`config.mk`:
```
export PLATFORM = sky130hd
export DESIGN_NAME = vector_sequencer
export DESIGN_NICKNAME = d
export VERILOG_FILES = /design/src/logic/seq_pkg.sv /design/src/logic/vinsn_tracker.sv /design/src/logic/vreg_scoreboard.sv /design/src/logic/vfu_queue_credits.sv /design/src/logic/issue_ctrl.sv /design/src/logic/vector_sequencer.sv
export VERILOG_INCLUDE_DIRS = /design/src /design/src/logic
export SDC_FILE = /design/constraint.sdc
export NUM_CORES = 1
export LEC_CHECK = 0
export ABC_CLOCK_PERIOD_IN_PS = 10890
export BUFFER_PORTS_ARGS = -buffer_cell sky130_fd_sc_hd__buf_4
export CAP_MARGIN = 15
export CORE_MARGIN = 5
export CORE_UTILIZATION = 55
export DETAILED_ROUTE_END_ITERATION = 10
export GPL_TIMING_DRIVEN = 0
export PLACE_DENSITY = 0.8
export SLEW_MARGIN = 30
export SYNTH_ARGS = -nofsm -noshare
export SYNTH_HDL_FRONTEND = slang
export SYNTH_HIERARCHICAL = 1
export SYNTH_SLANG_ARGS = --single-unit
export TNS_END_PERCENT = 5
```
`constraint.sdc`:
```
create_clock -name clk_i -period 10.89 [get_ports clk_i]
set_input_delay 1.089 -clock clk_i [delete_from_list [all_inputs] [get_ports clk_i]]
set_output_delay 1.089 -clock clk_i [all_outputs]
set_load 0.1 [all_outputs]
```
`src/logic/seq_consts.svh`:
```
// Vector sequencer constants

`ifndef SEQ_CONSTS_SVH
`define SEQ_CONSTS_SVH

// Lanes and processing elements
`define NR_LANES 4
`define NR_PES 8
`define NR_VFUS 6
// Instruction IDs in flight
`define NR_VINSN 8
// Register file
`define NR_VREGS 32
`define VMASK_REG 0
// Instruction queue depths, one per functional unit
`define VALU_DEPTH 4
`define VMFPU_DEPTH 4
`define VSLDU_DEPTH 2
`define VMASKU_DEPTH 2
`define VLDU_DEPTH 2
`define VSTU_DEPTH 2
// PE index offsets after the lanes
`define OFFSET_LOAD 0
`define OFFSET_STORE 1
`define OFFSET_SLIDE 2
`define OFFSET_MASK 3

`endif

```
`src/logic/seq_pkg.sv`:
```
// Vector sequencer types

`include "seq_consts.svh"

package seq_pkg;

  typedef enum logic [3:0] {
    VADD, VSUB, VMUL, VMSEQ, VLE, VSE, VSLIDEUP, VSLIDEDOWN, VMV_XS
  } vec_op_e;

  // Order matches the queue depth table
  typedef enum logic [2:0] {
    VFU_ALU, VFU_MFPU, VFU_SLIDE, VFU_MASK, VFU_LOAD, VFU_STORE
  } vfu_e;

  typedef logic [2:0]           vid_t;
  typedef logic [`NR_VINSN-1:0] vid_mask_t;
  typedef logic [4:0]           vreg_t;

  typedef struct packed {
    vec_op_e     op;
    vreg_t       vs1;
    logic        use_vs1;
    vreg_t       vs2;
    logic        use_vs2;
    vreg_t       vd;
    logic        use_vd;
    logic        use_vd_op;
    // Low means masked by v0
    logic        vm;
    logic [15:0] vl;
    logic [31:0] scalar_op;
  } seq_req_t;

  typedef struct packed {
    vid_t      id;
    vfu_e      vfu;
    seq_req_t  req;
    vid_mask_t hazard_vs1;
    vid_mask_t hazard_vs2;
    vid_mask_t hazard_vm;
    vid_mask_t hazard_vd;
  } pe_req_t;

  typedef struct packed {
    logic [31:0] resp;
    logic        error;
  } seq_resp_t;

  typedef struct packed {
    vid_t vid;
    logic valid;
  } vreg_access_t;

  // Main unit of an operation
  function automatic vfu_e unit_of(vec_op_e op);
    unique case (op)
      VMUL:                 unit_of = VFU_MFPU;
      VMSEQ:                unit_of = VFU_MASK;
      VLE:                  unit_of = VFU_LOAD;
      VSE:                  unit_of = VFU_STORE;
      VSLIDEUP, VSLIDEDOWN: unit_of = VFU_SLIDE;
      default:              unit_of = VFU_ALU;
    endcase
  endfunction

  // Every queue the operation occupies
  function automatic logic [`NR_VFUS-1:0] target_units(vec_op_e op);
    target_units = '0;
    target_units[unit_of(op)] = 1'b1;
    // Compares run on the ALU and are packed by the mask unit
    if (op == VMSEQ) target_units[VFU_ALU] = 1'b1;
  endfunction

  function automatic logic is_mem(vec_op_e op);
    is_mem = (op == VLE) || (op == VSE);
  endfunction

  function automatic logic needs_answer(vec_op_e op);
    needs_answer = is_mem(op) || (op == VMV_XS);
  endfunction

endpackage

```
`src/logic/vinsn_tracker.sv`:
```
// Running instruction tracker

`include "seq_consts.svh"

module vinsn_tracker import seq_pkg::*; (
  input  logic                        clk_i,
  input  logic                        rst_ni,
  input  vid_mask_t [`NR_PES-1:0]     pe_done_i,
  input  logic                        issue_i,
  input  vid_t                        issue_id_i,
  input  vfu_e                        issue_unit_i,
  input  logic                        issue_masked_i,
  output vid_mask_t                   running_o,
  output vid_mask_t                   running_next_o,
  output vid_t                        next_id_o,
  output logic                        full_o,
  output logic                        idle_o
);

  // One row per PE, one bit per ID
  vid_mask_t [`NR_PES-1:0] pe_run_d, pe_run_q;
  vid_mask_t               running_q;

  //////////////////////////////////////////////////
  // Matrix update
  //////////////////////////////////////////////////

  always_comb begin
    pe_run_d = pe_run_q;
    // Finished IDs leave their PE
    for (int pe = 0; pe < `NR_PES; pe++) begin
      pe_run_d[pe] &= ~pe_done_i[pe];
    end
    if (issue_i) begin
      unique case (issue_unit_i)
        VFU_LOAD:  pe_run_d[`NR_LANES + `OFFSET_LOAD][issue_id_i] = 1'b1;
        VFU_STORE: pe_run_d[`NR_LANES + `OFFSET_STORE][issue_id_i] = 1'b1;
        VFU_SLIDE: pe_run_d[`NR_LANES + `OFFSET_SLIDE][issue_id_i] = 1'b1;
        VFU_MASK:  pe_run_d[`NR_LANES + `OFFSET_MASK][issue_id_i] = 1'b1;
        // ALU and MFPU work spreads over every lane
        default: begin
          for (int l = 0; l < `NR_LANES; l++) begin
            pe_run_d[l][issue_id_i] = 1'b1;
          end
        end
      endcase
      // Masked ops also pass through the mask unit
      if (issue_masked_i) pe_run_d[`NR_LANES + `OFFSET_MASK][issue_id_i] = 1'b1;
    end
  end

  // ID runs while any PE still holds it
  always_comb begin
    running_next_o = '0;
    for (int pe = 0; pe < `NR_PES; pe++) begin
      running_next_o |= pe_run_d[pe];
    end
  end

  always_ff @(posedge clk_i or negedge rst_ni) begin
    if (!rst_ni) begin
      pe_run_q  <= '0;
      running_q <= '0;
    end else begin
      pe_run_q  <= pe_run_d;
      running_q <= running_next_o;
    end
  end

  //////////////////////////////////////////////////
  // Free ID search
  //////////////////////////////////////////////////

  // Lowest clear bit wins
  always_comb begin
    next_id_o = '0;
    for (int i = `NR_VINSN - 1; i >= 0; i--) begin
      if (!running_q[i]) next_id_o = vid_t'(i);
    end
  end

  assign full_o    = &running_q;
  assign idle_o    = ~|running_q;
  assign running_o = running_q;

  // Issue only hands out IDs that are truly free
  a_issue_free: assert property (@(posedge clk_i) disable iff (!rst_ni)
    issue_i |-> !full_o && !running_q[issue_id_i]);

endmodule

```
`src/logic/vreg_scoreboard.sv`:
```
// Vector register scoreboard

`include "seq_consts.svh"

module vreg_scoreboard import seq_pkg::*; (
  input  logic      clk_i,
  input  logic      rst_ni,
  input  seq_req_t  req_i,
  input  vid_mask_t running_i,
  input  logic      issue_i,
  input  vid_t      issue_id_i,
  output vid_mask_t hazard_vs1_o,
  output vid_mask_t hazard_vs2_o,
  output vid_mask_t hazard_vm_o,
  output vid_mask_t hazard_vd_o
);

  // Last reader and last writer of every register
  vreg_access_t [`NR_VREGS-1:0] read_list_d, read_list_q;
  vreg_access_t [`NR_VREGS-1:0] write_list_d, write_list_q;
  vreg_access_t [`NR_VREGS-1:0] read_clean, write_clean;
  vid_mask_t                    war_bits;

  // One-hot ID of a live entry
  function automatic vid_mask_t vid_bit(vreg_access_t a);
    vid_bit = '0;
    if (a.valid) vid_bit[a.vid] = 1'b1;
  endfunction

  // Drop entries whose ID has finished
  always_comb begin
    read_clean  = read_list_q;
    write_clean = write_list_q;
    for (int v = 0; v < `NR_VREGS; v++) begin
      read_clean[v].valid  = read_list_q[v].valid & running_i[read_list_q[v].vid];
      write_clean[v].valid = write_list_q[v].valid & running_i[write_list_q[v].vid];
    end
  end

  //////////////////////////////////////////////////
  // Hazards of the pending request
  //////////////////////////////////////////////////

  // Readers still in flight on the destination
  assign war_bits = req_i.use_vd ? vid_bit(read_clean[req_i.vd]) : '0;

  always_comb begin
    hazard_vs1_o = war_bits;
    hazard_vs2_o = war_bits;
    hazard_vm_o  = war_bits;
    hazard_vd_o  = '0;
    // RAW on each source
    if (req_i.use_vs1) hazard_vs1_o |= vid_bit(write_clean[req_i.vs1]);
    if (req_i.use_vs2) hazard_vs2_o |= vid_bit(write_clean[req_i.vs2]);
    if (!req_i.vm) hazard_vm_o |= vid_bit(write_clean[`VMASK_REG]);
    // WAW on the destination
    if (req_i.use_vd) hazard_vd_o = vid_bit(write_clean[req_i.vd]);
  end

  //////////////////////////////////////////////////
  // List update on issue
  //////////////////////////////////////////////////

  always_comb begin
    read_list_d  = read_clean;
    write_list_d = write_clean;
    if (issue_i) begin
      if (req_i.use_vd) write_list_d[req_i.vd] = '{vid: issue_id_i, valid: 1'b1};
      if (req_i.use_vs1) read_list_d[req_i.vs1] = '{vid: issue_id_i, valid: 1'b1};
      if (req_i.use_vs2) read_list_d[req_i.vs2] = '{vid: issue_id_i, valid: 1'b1};
      // Mask source counts as a read of v0
      if (!req_i.vm) read_list_d[`VMASK_REG] = '{vid: issue_id_i, valid: 1'b1};
    end
  end

  always_ff @(posedge clk_i or negedge rst_ni) begin
    if (!rst_ni) begin
      read_list_q  <= '0;
      write_list_q <= '0;
    end else begin
      read_list_q  <= read_list_d;
      write_list_q <= write_list_d;
    end
  end

endmodule

```
`src/logic/vfu_queue_credits.sv`:
```
// Functional unit queue occupancy

`include "seq_consts.svh"

module vfu_queue_credits import seq_pkg::*; (
  input  logic                    clk_i,
  input  logic                    rst_ni,
  input  vec_op_e                 req_op_i,
  input  logic                    accept_i,
  input  vid_mask_t [`NR_PES-1:0] pe_done_i,
  input  logic                    alu_done_i,
  input  logic                    mfpu_done_i,
  output logic                    has_room_o
);

  localparam int unsigned CNT_W = $clog2(`VALU_DEPTH + 1);
  // Indexed by vfu_e
  localparam int unsigned DEPTH [`NR_VFUS] = '{
    `VALU_DEPTH, `VMFPU_DEPTH, `VSLDU_DEPTH, `VMASKU_DEPTH, `VLDU_DEPTH, `VSTU_DEPTH
  };

  logic [`NR_VFUS-1:0][CNT_W-1:0] cnt_q;
  logic [`NR_VFUS-1:0]            targets;
  logic [`NR_VFUS-1:0]            done;
  logic [`NR_VFUS-1:0]            below;

  assign targets = target_units(req_op_i);

  // Lane units report on their own strobes, the rest on any done bit of their PE
  assign done[VFU_ALU]   = alu_done_i;
  assign done[VFU_MFPU]  = mfpu_done_i;
  assign done[VFU_SLIDE] = |pe_done_i[`NR_LANES + `OFFSET_SLIDE];
  assign done[VFU_MASK]  = |pe_done_i[`NR_LANES + `OFFSET_MASK];
  assign done[VFU_LOAD]  = |pe_done_i[`NR_LANES + `OFFSET_LOAD];
  assign done[VFU_STORE] = |pe_done_i[`NR_LANES + `OFFSET_STORE];

  for (genvar i = 0; i < `NR_VFUS; i++) begin : g_cnt
    logic up;

    assign up       = accept_i & targets[i];
    assign below[i] = cnt_q[i] < DEPTH[i];

    // Up and down together leave the count unchanged
    always_ff @(posedge clk_i or negedge rst_ni) begin
      if (!rst_ni) begin
        cnt_q[i] <= '0;
      end else if (up && !done[i]) begin
        cnt_q[i] <= cnt_q[i] + CNT_W'(1);
      end else if (done[i] && !up && cnt_q[i] != '0) begin
        cnt_q[i] <= cnt_q[i] - CNT_W'(1);
      end
    end

    // Acceptance never pushes a queue past its depth
    a_cnt_bound: assert property (@(posedge clk_i) disable iff (!rst_ni)
      cnt_q[i] <= DEPTH[i]);
  end

  // Every targeted queue needs a free slot
  assign has_room_o = &(~targets | below);

endmodule

```
`src/logic/issue_ctrl.sv`:
```
// Issue control and dispatcher handshake

module issue_ctrl import seq_pkg::*; (
  input  logic        clk_i,
  input  logic        rst_ni,
  input  seq_req_t    req_i,
  input  logic        req_valid_i,
  input  vid_mask_t   hazard_vs1_i,
  input  vid_mask_t   hazard_vs2_i,
  input  vid_mask_t   hazard_vm_i,
  input  vid_mask_t   hazard_vd_i,
  input  vid_mask_t   running_next_i,
  input  vid_t        next_id_i,
  input  logic        full_i,
  input  logic        has_room_i,
  input  logic        pe_req_ready_i,
  input  logic        addrgen_ack_i,
  input  logic        addrgen_error_i,
  input  logic [31:0] scalar_resp_i,
  input  logic        scalar_resp_valid_i,
  output logic        req_ready_o,
  output seq_resp_t   resp_o,
  output logic        resp_valid_o,
  output pe_req_t     pe_req_o,
  output logic        pe_req_valid_o,
  output logic        issue_o,
  output vid_t        issue_id_o,
  output vfu_e        issue_unit_o,
  output logic        issue_masked_o
);

  typedef enum logic {IDLE, WAIT} state_e;

  state_e  state_d, state_q;
  pe_req_t pe_req_d;
  logic    pe_req_valid_d;
  logic    held;
  logic    no_operands;
  logic    stall;
  logic    can_issue;

  // PE side has not taken the registered request yet
  assign held = pe_req_valid_o && !pe_req_ready_i;

  //////////////////////////////////////////////////
  // Stall rules
  //////////////////////////////////////////////////

  assign no_operands = !(req_i.use_vs1 || req_i.use_vs2 || req_i.use_vd_op || !req_i.vm);

  always_comb begin
    stall = no_operands && |{hazard_vs1_i, hazard_vs2_i, hazard_vm_i, hazard_vd_i};
    // Slides cannot be chained on their data operands
    if (req_i.op == VSLIDEUP) stall |= |{hazard_vs1_i, hazard_vs2_i, hazard_vd_i};
    if (req_i.op == VSLIDEDOWN) stall |= |{hazard_vs1_i, hazard_vs2_i};
  end

  assign can_issue = req_valid_i && has_room_i && !full_i && !stall;

  assign issue_o        = (state_q == IDLE) && !held && can_issue;
  assign issue_id_o     = next_id_i;
  assign issue_unit_o   = unit_of(req_i.op);
  assign issue_masked_o = !req_i.vm;

  //////////////////////////////////////////////////
  // FSM
  //////////////////////////////////////////////////

  always_comb begin
    state_d        = state_q;
    resp_o         = '0;
    resp_valid_o   = 1'b0;
    req_ready_o    = 1'b1;
    pe_req_valid_d = held;
    // Keep the payload, drop hazards on finished IDs
    pe_req_d            = pe_req_o;
    pe_req_d.hazard_vs1 = pe_req_o.hazard_vs1 & running_next_i;
    pe_req_d.hazard_vs2 = pe_req_o.hazard_vs2 & running_next_i;
    pe_req_d.hazard_vm  = pe_req_o.hazard_vm & running_next_i;
    pe_req_d.hazard_vd  = pe_req_o.hazard_vd & running_next_i;

    unique case (state_q)
      IDLE: begin
        if (held) begin
          req_ready_o = 1'b0;
        end else if (req_valid_i) begin
          req_ready_o = can_issue;
          if (can_issue) begin
            pe_req_d = '{
              id:         next_id_i,
              vfu:        unit_of(req_i.op),
              req:        req_i,
              hazard_vs1: hazard_vs1_i,
              hazard_vs2: hazard_vs2_i,
              hazard_vm:  hazard_vm_i,
              hazard_vd:  hazard_vd_i
            };
            pe_req_valid_d = 1'b1;
            // Handshake completes only once the answer is back
            if (needs_answer(req_i.op)) begin
              req_ready_o = 1'b0;
              state_d     = WAIT;
            end
          end
        end
      end

      WAIT: begin
        req_ready_o = 1'b0;
        // Address translation done
        if (is_mem(pe_req_o.req.op) && addrgen_ack_i) begin
          state_d      = IDLE;
          req_ready_o  = 1'b1;
          resp_valid_o = 1'b1;
          resp_o.error = addrgen_error_i;
        end
        // Scalar result back from the PEs
        if (pe_req_o.req.op == VMV_XS && scalar_resp_valid_i) begin
          state_d      = IDLE;
          req_ready_o  = 1'b1;
          resp_valid_o = 1'b1;
          resp_o.resp  = scalar_resp_i;
        end
      end

      default: state_d = IDLE;
    endcase
  end

  always_ff @(posedge clk_i or negedge rst_ni) begin
    if (!rst_ni) begin
      state_q        <= IDLE;
      pe_req_valid_o <= 1'b0;
    end else begin
      state_q        <= state_d;
      pe_req_valid_o <= pe_req_valid_d;
    end
  end

  always_ff @(posedge clk_i) begin
    pe_req_o <= pe_req_d;
  end

  // A held request keeps its payload, only hazard bits may change
  a_hold_stable: assert property (@(posedge clk_i) disable iff (!rst_ni)
    held |=> pe_req_valid_o && $stable(pe_req_o.id) && $stable(pe_req_o.vfu) &&
             $stable(pe_req_o.req));

endmodule

```
`src/logic/vector_sequencer.sv`:
```
// Vector instruction sequencer

`include "seq_consts.svh"

module vector_sequencer import seq_pkg::*; (
  input  logic                    clk_i,
  input  logic                    rst_ni,
  // Dispatcher
  input  seq_req_t                req_i,
  input  logic                    req_valid_i,
  output logic                    req_ready_o,
  output seq_resp_t               resp_o,
  output logic                    resp_valid_o,
  output logic                    idle_o,
  // Processing elements
  output pe_req_t                 pe_req_o,
  output logic                    pe_req_valid_o,
  input  logic                    pe_req_ready_i,
  input  vid_mask_t [`NR_PES-1:0] pe_done_i,
  input  logic                    alu_done_i,
  input  logic                    mfpu_done_i,
  input  logic [31:0]             scalar_resp_i,
  input  logic                    scalar_resp_valid_i,
  // Address generator
  input  logic                    addrgen_ack_i,
  input  logic                    addrgen_error_i
);

  vid_mask_t running_q, running_d;
  vid_t      next_id, issue_id;
  logic      full, has_room, issue, issue_masked;
  vfu_e      issue_unit;
  vid_mask_t hazard_vs1, hazard_vs2, hazard_vm, hazard_vd;

  vinsn_tracker i_tracker (
    .clk_i, .rst_ni, .pe_done_i,
    .issue_i        (issue),
    .issue_id_i     (issue_id),
    .issue_unit_i   (issue_unit),
    .issue_masked_i (issue_masked),
    .running_o      (running_q),
    .running_next_o (running_d),
    .next_id_o      (next_id),
    .full_o         (full),
    .idle_o
  );

  vreg_scoreboard i_scoreboard (
    .clk_i, .rst_ni, .req_i,
    .running_i    (running_q),
    .issue_i      (issue),
    .issue_id_i   (issue_id),
    .hazard_vs1_o (hazard_vs1),
    .hazard_vs2_o (hazard_vs2),
    .hazard_vm_o  (hazard_vm),
    .hazard_vd_o  (hazard_vd)
  );

  vfu_queue_credits i_credits (
    .clk_i, .rst_ni, .pe_done_i, .alu_done_i, .mfpu_done_i,
    .req_op_i   (req_i.op),
    .accept_i   (issue),
    .has_room_o (has_room)
  );

  issue_ctrl i_issue (
    .clk_i, .rst_ni, .req_i, .req_valid_i,
    .hazard_vs1_i   (hazard_vs1),
    .hazard_vs2_i   (hazard_vs2),
    .hazard_vm_i    (hazard_vm),
    .hazard_vd_i    (hazard_vd),
    .running_next_i (running_d),
    .next_id_i      (next_id),
    .full_i         (full),
    .has_room_i     (has_room),
    .pe_req_ready_i, .addrgen_ack_i, .addrgen_error_i,
    .scalar_resp_i, .scalar_resp_valid_i,
    .req_ready_o, .resp_o, .resp_valid_o, .pe_req_o, .pe_req_valid_o,
    .issue_o        (issue),
    .issue_id_o     (issue_id),
    .issue_unit_o   (issue_unit),
    .issue_masked_o (issue_masked)
  );

endmodule

```
# Word-level counts from Yosys, hierarchy flattened
# Index checks and enable logic that the tools add are counted.
classes:
  add_sub_neg: 12
  n_lt_le_gt_ge: 89
  n_eq_ne: 14
  muxes: 237
  bitwise: 115
  n_reduce_logical: 88
ops:
  columns: ["op", "count"]
  rows:
  - ["$bwmux W128", 3]
  - ["$mux W128", 3]
  - ["$mux W125", 3]
  - ["$lt A3 B4 Y1 const B", 70]
  - ["$bmux W1 S3", 64]
  - ["$mux W32", 6]
  - ["$mux W8", 19]
  - ["$or A8 B8 Y8", 19]
  - ["$and A8 B8 Y8", 12]
  - ["$mux W1", 92]
  - ["$bmux W4 S5", 4]
  - ["$and A1 B1 Y1", 70]
  - ["$mux W64", 1]
  - ["$not A8 Y8", 8]
  - ["$demux W4 S5", 3]
  - ["$mux W3", 20]
  - ["$reduce_or A8 Y1", 5]
  - ["$logic_and A1 B1 Y1", 37]
  - ["$mux W33", 1]
  - ["$mux W4", 8]
  - ["$reduce_or A32 Y1", 1]
  - ["$eq A4 B3 Y1 const B", 6]
  - ["$reduce_or A24 Y1", 1]
  - ["$demux W1 S3", 7]
  - ["other kinds (28)", 92]
word_totals:
  regBits: 458
  output_inout_bits: 147
  word_cells: 717

# Logic depth before layout (Yosys ltp)
logic_depth:
  depth_word: 38
  ltp_mapped: 27
  ltp_nobuf: 20

# Hierarchy
# The synthesis kept the hierarchy.
modules_own_cells:
  columns: ["module", "instances", "cells_per_inst", "area_each_um2"]
  rows:
  - ["vreg_scoreboard", 1, 1692, 19148.4]
  - ["issue_ctrl", 1, 294, 4207.8]
  - ["vinsn_tracker", 1, 302, 3060.4]
  - ["vfu_queue_credits", 1, 180, 1559.0]

# Least setup slack after synthesis
# Ideal clock, no wire load.
synth_path:
  path_type: "input port to output port"
  from: "input port req_i[51] (netlist name)"
  to: "output port req_ready_o"
  t_arrival_ps: 4860
  required_ps: 9801
  slack_ps: 4941
  path_stages: 13
  path_buffers: 2
  path_cell_list: "buf_2 buf_1 mux4_2 a22oi_1 o311ai_0 nor2_1 nand2_1 nor3b_1 nor4_1 nand2_1 a211oi_2 nand4_1 o311ai_0"
synth_between:
  word_cells_on_any_way: 38
  classes_between: "order compare: 4; mux: 21; bitwise: 5; reduce/logical: 8"
synth_rtl:
  columns: ["element", "line_no", "source"]
  rows:
  - ["from (decl)", "vector_sequencer.sv:9", "input seq_req_t req_i,"]
  - ["$bmux W4 S5 *", "vreg_scoreboard.sv:57", "if (req_i.use_vd) hazard_vd_o = vid_bit(write_clean[req_i.vd]);"]
  - ["$mux W4 (implied by the code) *", "vreg_scoreboard.sv:57", null]
  - ["$lt A3 B4 Y1 (implied by the code) or $ge A3 B1 Y1 (tied branches)", "vreg_scoreboard.sv:27", "if (a.valid) vid_bit[a.vid] = 1'b1;"]
  - ["$logic_and A1 B1 Y1 (implied by the code)", "vreg_scoreboard.sv:27", null]
  - ["$mux W1 (implied by the code)", "vreg_scoreboard.sv:27", null]
  - ["$demux W1 S3", null, null]
  - ["$mux W8 *", "vreg_scoreboard.sv:27", null]
  - ["$mux W8 *", "vreg_scoreboard.sv:57", null]
  - ["named net hazard_vd[6]", "vector_sequencer.sv:33", "vid_mask_t hazard_vs1, hazard_vs2, hazard_vm, hazard_vd;"]
  - ["[... 4 more ...]", null, null]
  - ["$or A1 B1 Y1", "issue_ctrl.sv:55", "if (req_i.op == VSLIDEDOWN) stall |= |{hazard_vs1_i, hazard_vs2_i};"]
  - ["$mux W1 *", "issue_ctrl.sv:55", null]
  - ["$logic_not A1 Y1 *", "issue_ctrl.sv:58", "assign can_issue = req_valid_i && has_room_i && !full_i && !stall;"]
  - ["$logic_and A1 B1 Y1 *", "issue_ctrl.sv:58", null]
  - ["$mux W1 *", "issue_ctrl.sv:88", "if (can_issue) begin"]
  - ["$mux W1 *", "issue_ctrl.sv:86", "end else if (req_valid_i) begin"]
  - ["$mux W1 *", "issue_ctrl.sv:84", "if (held) begin"]
  - ["$pmux W1 S2 *", "issue_ctrl.sv:82", "unique case (state_q)"]
  - ["to (decl)", "vector_sequencer.sv:11", "output logic req_ready_o,"]
# The timed path passes the listed nets; every way through them passes the cells marked *. The select of a mux whose other input is x is not followed.

# Final worst setup path
layout_path:
  from: "input port req_i[64] (netlist name)"
  to: "register i_scoreboard.write_list_q, in the netlist i_scoreboard/write_clean[85]"
layout_between:
  elab_chain_cells: 20
  word_cells_on_any_way: 23
  classes_between: "order compare: 2; mux: 9; bitwise: 3; reduce/logical: 9"
layout_rtl:
  columns: ["element", "line_no", "source"]
  rows:
  - ["$bmux W4 S5 *", "vreg_scoreboard.sv:53", "if (req_i.use_vs1) hazard_vs1_o |= vid_bit(write_clean[req_i.vs1]);"]
  - ["$mux W4 (implied by the code) *", "vreg_scoreboard.sv:53", null]
  - ["$lt A3 B4 Y1 (implied by the code) or $ge A3 B1 Y1 (tied branches)", "vreg_scoreboard.sv:27", null]
  - ["$logic_and A1 B1 Y1 (implied by the code)", "vreg_scoreboard.sv:27", null]
  - ["$mux W1 (implied by the code)", "vreg_scoreboard.sv:27", null]
  - ["$demux W1 S3", null, null]
  - ["$mux W8 *", "vreg_scoreboard.sv:27", null]
  - ["$mux W8 *", "vreg_scoreboard.sv:53", null]
  - ["[... 2 more ...]", null, null]
  - ["named net hazard_vs1[4]", "vector_sequencer.sv:33", null]
  - ["[... 3 more ...]", null, null]
  - ["$mux W1", "issue_ctrl.sv:54", "if (req_i.op == VSLIDEUP) stall |= |{hazard_vs1_i, hazard_vs2_i, hazard_vd_i};"]
  - ["$or A1 B1 Y1", "issue_ctrl.sv:55", null]
  - ["$mux W1 *", "issue_ctrl.sv:55", null]
  - ["$logic_not A1 Y1 *", "issue_ctrl.sv:58", null]
  - ["$logic_and A1 B1 Y1 *", "issue_ctrl.sv:58", null]
  - ["$logic_and A1 B1 Y1 *", "issue_ctrl.sv:60", "assign issue_o = (state_q == IDLE) && !held && can_issue;"]
  - ["named net issue", "vector_sequencer.sv:31", "logic full, has_room, issue, issue_masked;"]
  - ["$reduce_and A2 Y1 (no line) *", null, null]
  - ["to (signal assigned)", "vreg_scoreboard.sv:82", "write_list_q <= write_list_d;"]
  - ["to (decl)", "vreg_scoreboard.sv:20", "vreg_access_t [`NR_VREGS-1:0] write_list_d, write_list_q;"]
# Marks and branches as above.
# A chain may end at the register's enable or synchronous reset.

==> reports/qor.txt <==
part of the power in registers: 35.3%
sequential-to-total area share from yosys stat: 41.8%
CP max stage cell: nand4_1
die area: 55,500 µm²
Syn Inst Count: 2,468
buffer depth of the longest clock path: 3
synthesized area per cell: 11.3 µm²
Rel. slew slack: 23.1%
Reg area: 11,700 µm²
Clk network pwr share: 28.5%
Initial Util: 55.6%
dominant synthesized flop cell: dfrtp_1
Max IR drop VDD: 0.000165 V
DR WL/cell: 34.9 µm
clock-pin slew of the registers on the worst-case setup and hold paths: 0.06 ns
final net count: 3,037
crit-path cells: buf_4 > clkbuf_1 > buf_1 > buf_1 > mux4_2 > a22oi_1 > nand4_1 > nand2_1 > nor2_1 > nand2_1 > o21ai_0 > nor4_1 > nand4_1 > nand2_4 > nand3_2 > buf_6 > buf_12 > inv_2 > clkbuf_1 > nand4_1 > nor2_1 > mux2_2
Setup Skew: 0.0282 ns
top cell type by total area after synthesis: dfrtp_1
Bufs and invs on worst path: 8
Crit Path Max Fanout: 10
Yosys cell types: 103
vias in the first global route: 25,100
Worst Path Required: 11.39 ns
Design Area, Final: 33,300 µm²
CTS Root Cell: clkbuf_16
post-CTS sizing: 0
status: finished clean
crit path time final: 8.60 ns
final hold vios: 0
P_leak: 14.1 nW
Comb power frac: 36.1%
EDFF count, synth: 78
post-CTS setup repair buffer count: 0
I/O pin cnt: 324
crit-path leading delay family: buffers and inverters
Mapped Area: 28,000 µm²
share of layout cells above drive strength 1: 34.2%
die width: 236 µm
Cell Int Power: 3.70 mW
vias post-DR: 25,600
pwr dens: 184 nW/µm²
IO buf count: 323
reg-to-reg slack, setup: 2.48 ns
Placed Cells incl. Taps: 3,474
hold buffers post-CTS: 0
Multi-input gate area: 14,900 µm²
Hold Path Class: primary input to asynchronous set/reset pin
Sw Ratio: 39.3%
TritonCTS clock tree: done
DP Area: 31,500 µm²
RSZ-0062 raised after global routing: no
worst reg2reg path startpoint: i_tracker/running_o[7]
DRC viols: 0
FMAX: 116 MHz
fin. max-slew vios: 0
GRT Residual Overflow: 0
DR iter-0 viols: 3,549
Yosys reg bits: 458
DRT antenna net count: 0
core area: 50,300 µm²
Synth Warn #: 6
most common cell in the netlist: dfrtp_1
largest net degree at the start of global routing: 90
Tcrit/Tclk final: 79.0%
Final Routed Wirelength: 125 mm
TritonRoute pass-1 iters: 6
WP data arrival: 9.10 ns
Syn-to-layout area delta: 18.9%
Via density: 7.16
most common library cells after synthesis: 348 x dfrtp_1, 244 x mux2_2, 203 x nand2_1
htree depth: 2
fill cell count: 3,883
syn nets: 2,651
Die Span Y: 236 µm
Setup crit end kind: flip-flop
reg2reg end: i_scoreboard/write_list_q[120]
Worst-Margin Slew: 1.15 ns
GRT Total Usage: 43.3%
number of max-cap violations: 0
final setup violation count: 0
critical path class: primary input to flip-flop
most used cell, CP: nand4_1
largest cells by area after synthesis: dfrtp_1 31%, mux4_2 14%, mux2_2 9.8%
initial antenna violation count: 8
Synth async-reset ratio: 76.0%
Fin Setup TNS: 0 ns
share of the synthesized area in the top cell type: 31.1%
HPWL after DPL: 90.6 mm
worst skew pair latency: 0.63 ns
Num CTS Buffers: 50
first-pass GRT wire length: 176 mm
clock sinks: 458
Startpoint Class: primary input
FF-to-FF path depth: 23
FP Rows: 82
crit-path max cell delay: 0.89 ns
Final Non-Filler Cells: 3,575
gpl congestion: 1.12
Psw: 2.40 mW
==> cell families (layout without fill, tap and decap cells) <==
| group | Yosys count | after routing | synth area share [%] |
|---|---|---|---|
| AO/OA/AOI/OAI | 445 | 445 | 11.2 |
| other | 0 | 10 | 0 |
| adder cells (fa/ha/maj) | 6 | 6 | 0.429 |
| flip-flops | 458 | 458 | 41.8 |
| AND/OR/NAND/NOR | 679 | 679 | 12.8 |
| multiplexers | 536 | 536 | 28.3 |
| buffers and inverters | 341 | 766 | 5.32 |
| XOR/XNOR | 3 | 3 | 0.121 |
==> metrics by stage <==
step                      util, %  total power [mW]  setup WS (ns)  hold WS, ns
after global placement       62.1              4.22           2.28        0.448
final                        66.2              6.10           2.29        0.393
after floorplan                 -              3.57           4.94        0.431
after global routing         66.1              6.27           2.57        0.426
after CTS                    66.1              6.04           2.88        0.402
after detailed placement     62.8              4.30           2.26        0.454
==> how the worst max path moves through the flow <==
| stage | slack (ns) | cells after the start | start | end |
|---|---|---|---|---|
| after detailed placement | 2.26 | 22 | req_i[64] | i_scoreboard/write_clean[85] |
| after floorplan | 4.94 | 13 | req_i[51] | req_ready_o |
| after global routing | 2.57 | 22 | req_i[64] | i_scoreboard/write_clean[85] |
| final | 2.29 | 22 | req_i[64] | i_scoreboard/write_clean[85] |
| after global placement | 2.28 | 19 | req_i[52] | i_scoreboard/write_clean[85] |
| after CTS | 2.88 | 22 | req_i[64] | i_scoreboard/write_clean[85] |
==> routing by layer <==
layer	GRT usage (%)	part of all wire, %
met1	54.7	35
met2	62.6	42
met3	16.4	14
met4	28.2	8.2
met5	0	0.039
==> flip-flops by register name, indices dropped and copies added, names as in the netlist <==
signal / count
i_issue/pe_req_o: 110
i_scoreboard/write_list_q: 32
i_tracker/running_o: 8
i_tracker/pe_run_q: 64
i_issue/state_q: 1
i_scoreboard/write_clean: 96
i_issue/pe_req_valid_o: 1
i_credits/cnt_q: 18
i_scoreboard/read_list_q: 32
i_scoreboard/read_clean: 96
==> final cells by class <==
cell class	instances	area share (%)
antenna	10	0.0752
buffer	187	2.82
clock buffer	72	4.25
clock inverter	19	0.737
inverter	154	1.75
multi-input combinational	1669	44.8
sequential	458	35.2
tap	672	2.53
timing repair buffer	334	7.89
==> power groups by stage <==
stage / Sequential (mW) / Combinational [mW] / Clock, mW
2_1_floorplan: 2.50 / 1.07 / 0
5_1_grt: 2.18 / 2.27 / 1.83
3_5_place_dp: 2.18 / 2.13 / 0
6_report: 2.16 / 2.21 / 1.74
4_1_cts: 2.15 / 2.14 / 1.76
3_3_place_gp: 2.17 / 2.05 / 0
==> layout by cell type, fill, tap and decap left out, types with 99 or more instances in the layout <==
cell and count:
buf_4 337, o21ai_0 103, mux4_2 178, nor2_1 114, inv_1 152, dfrtp_1 348, nand2_1 203, mux2_2 244
mux2i_1 113, clkbuf_1 99
==> worst register-to-register path, delay by kind of cell (launching register included) <==
family	cells	cell delay (ns)
buffers and inverters	8	3.36
and+or+nand+nor	9	2.30
AOI/OAI and AO/OA	4	1.18
DFF	1	0.95
muxes	2	0.53
Note: power is estimated with default switching activity, not from simulation.
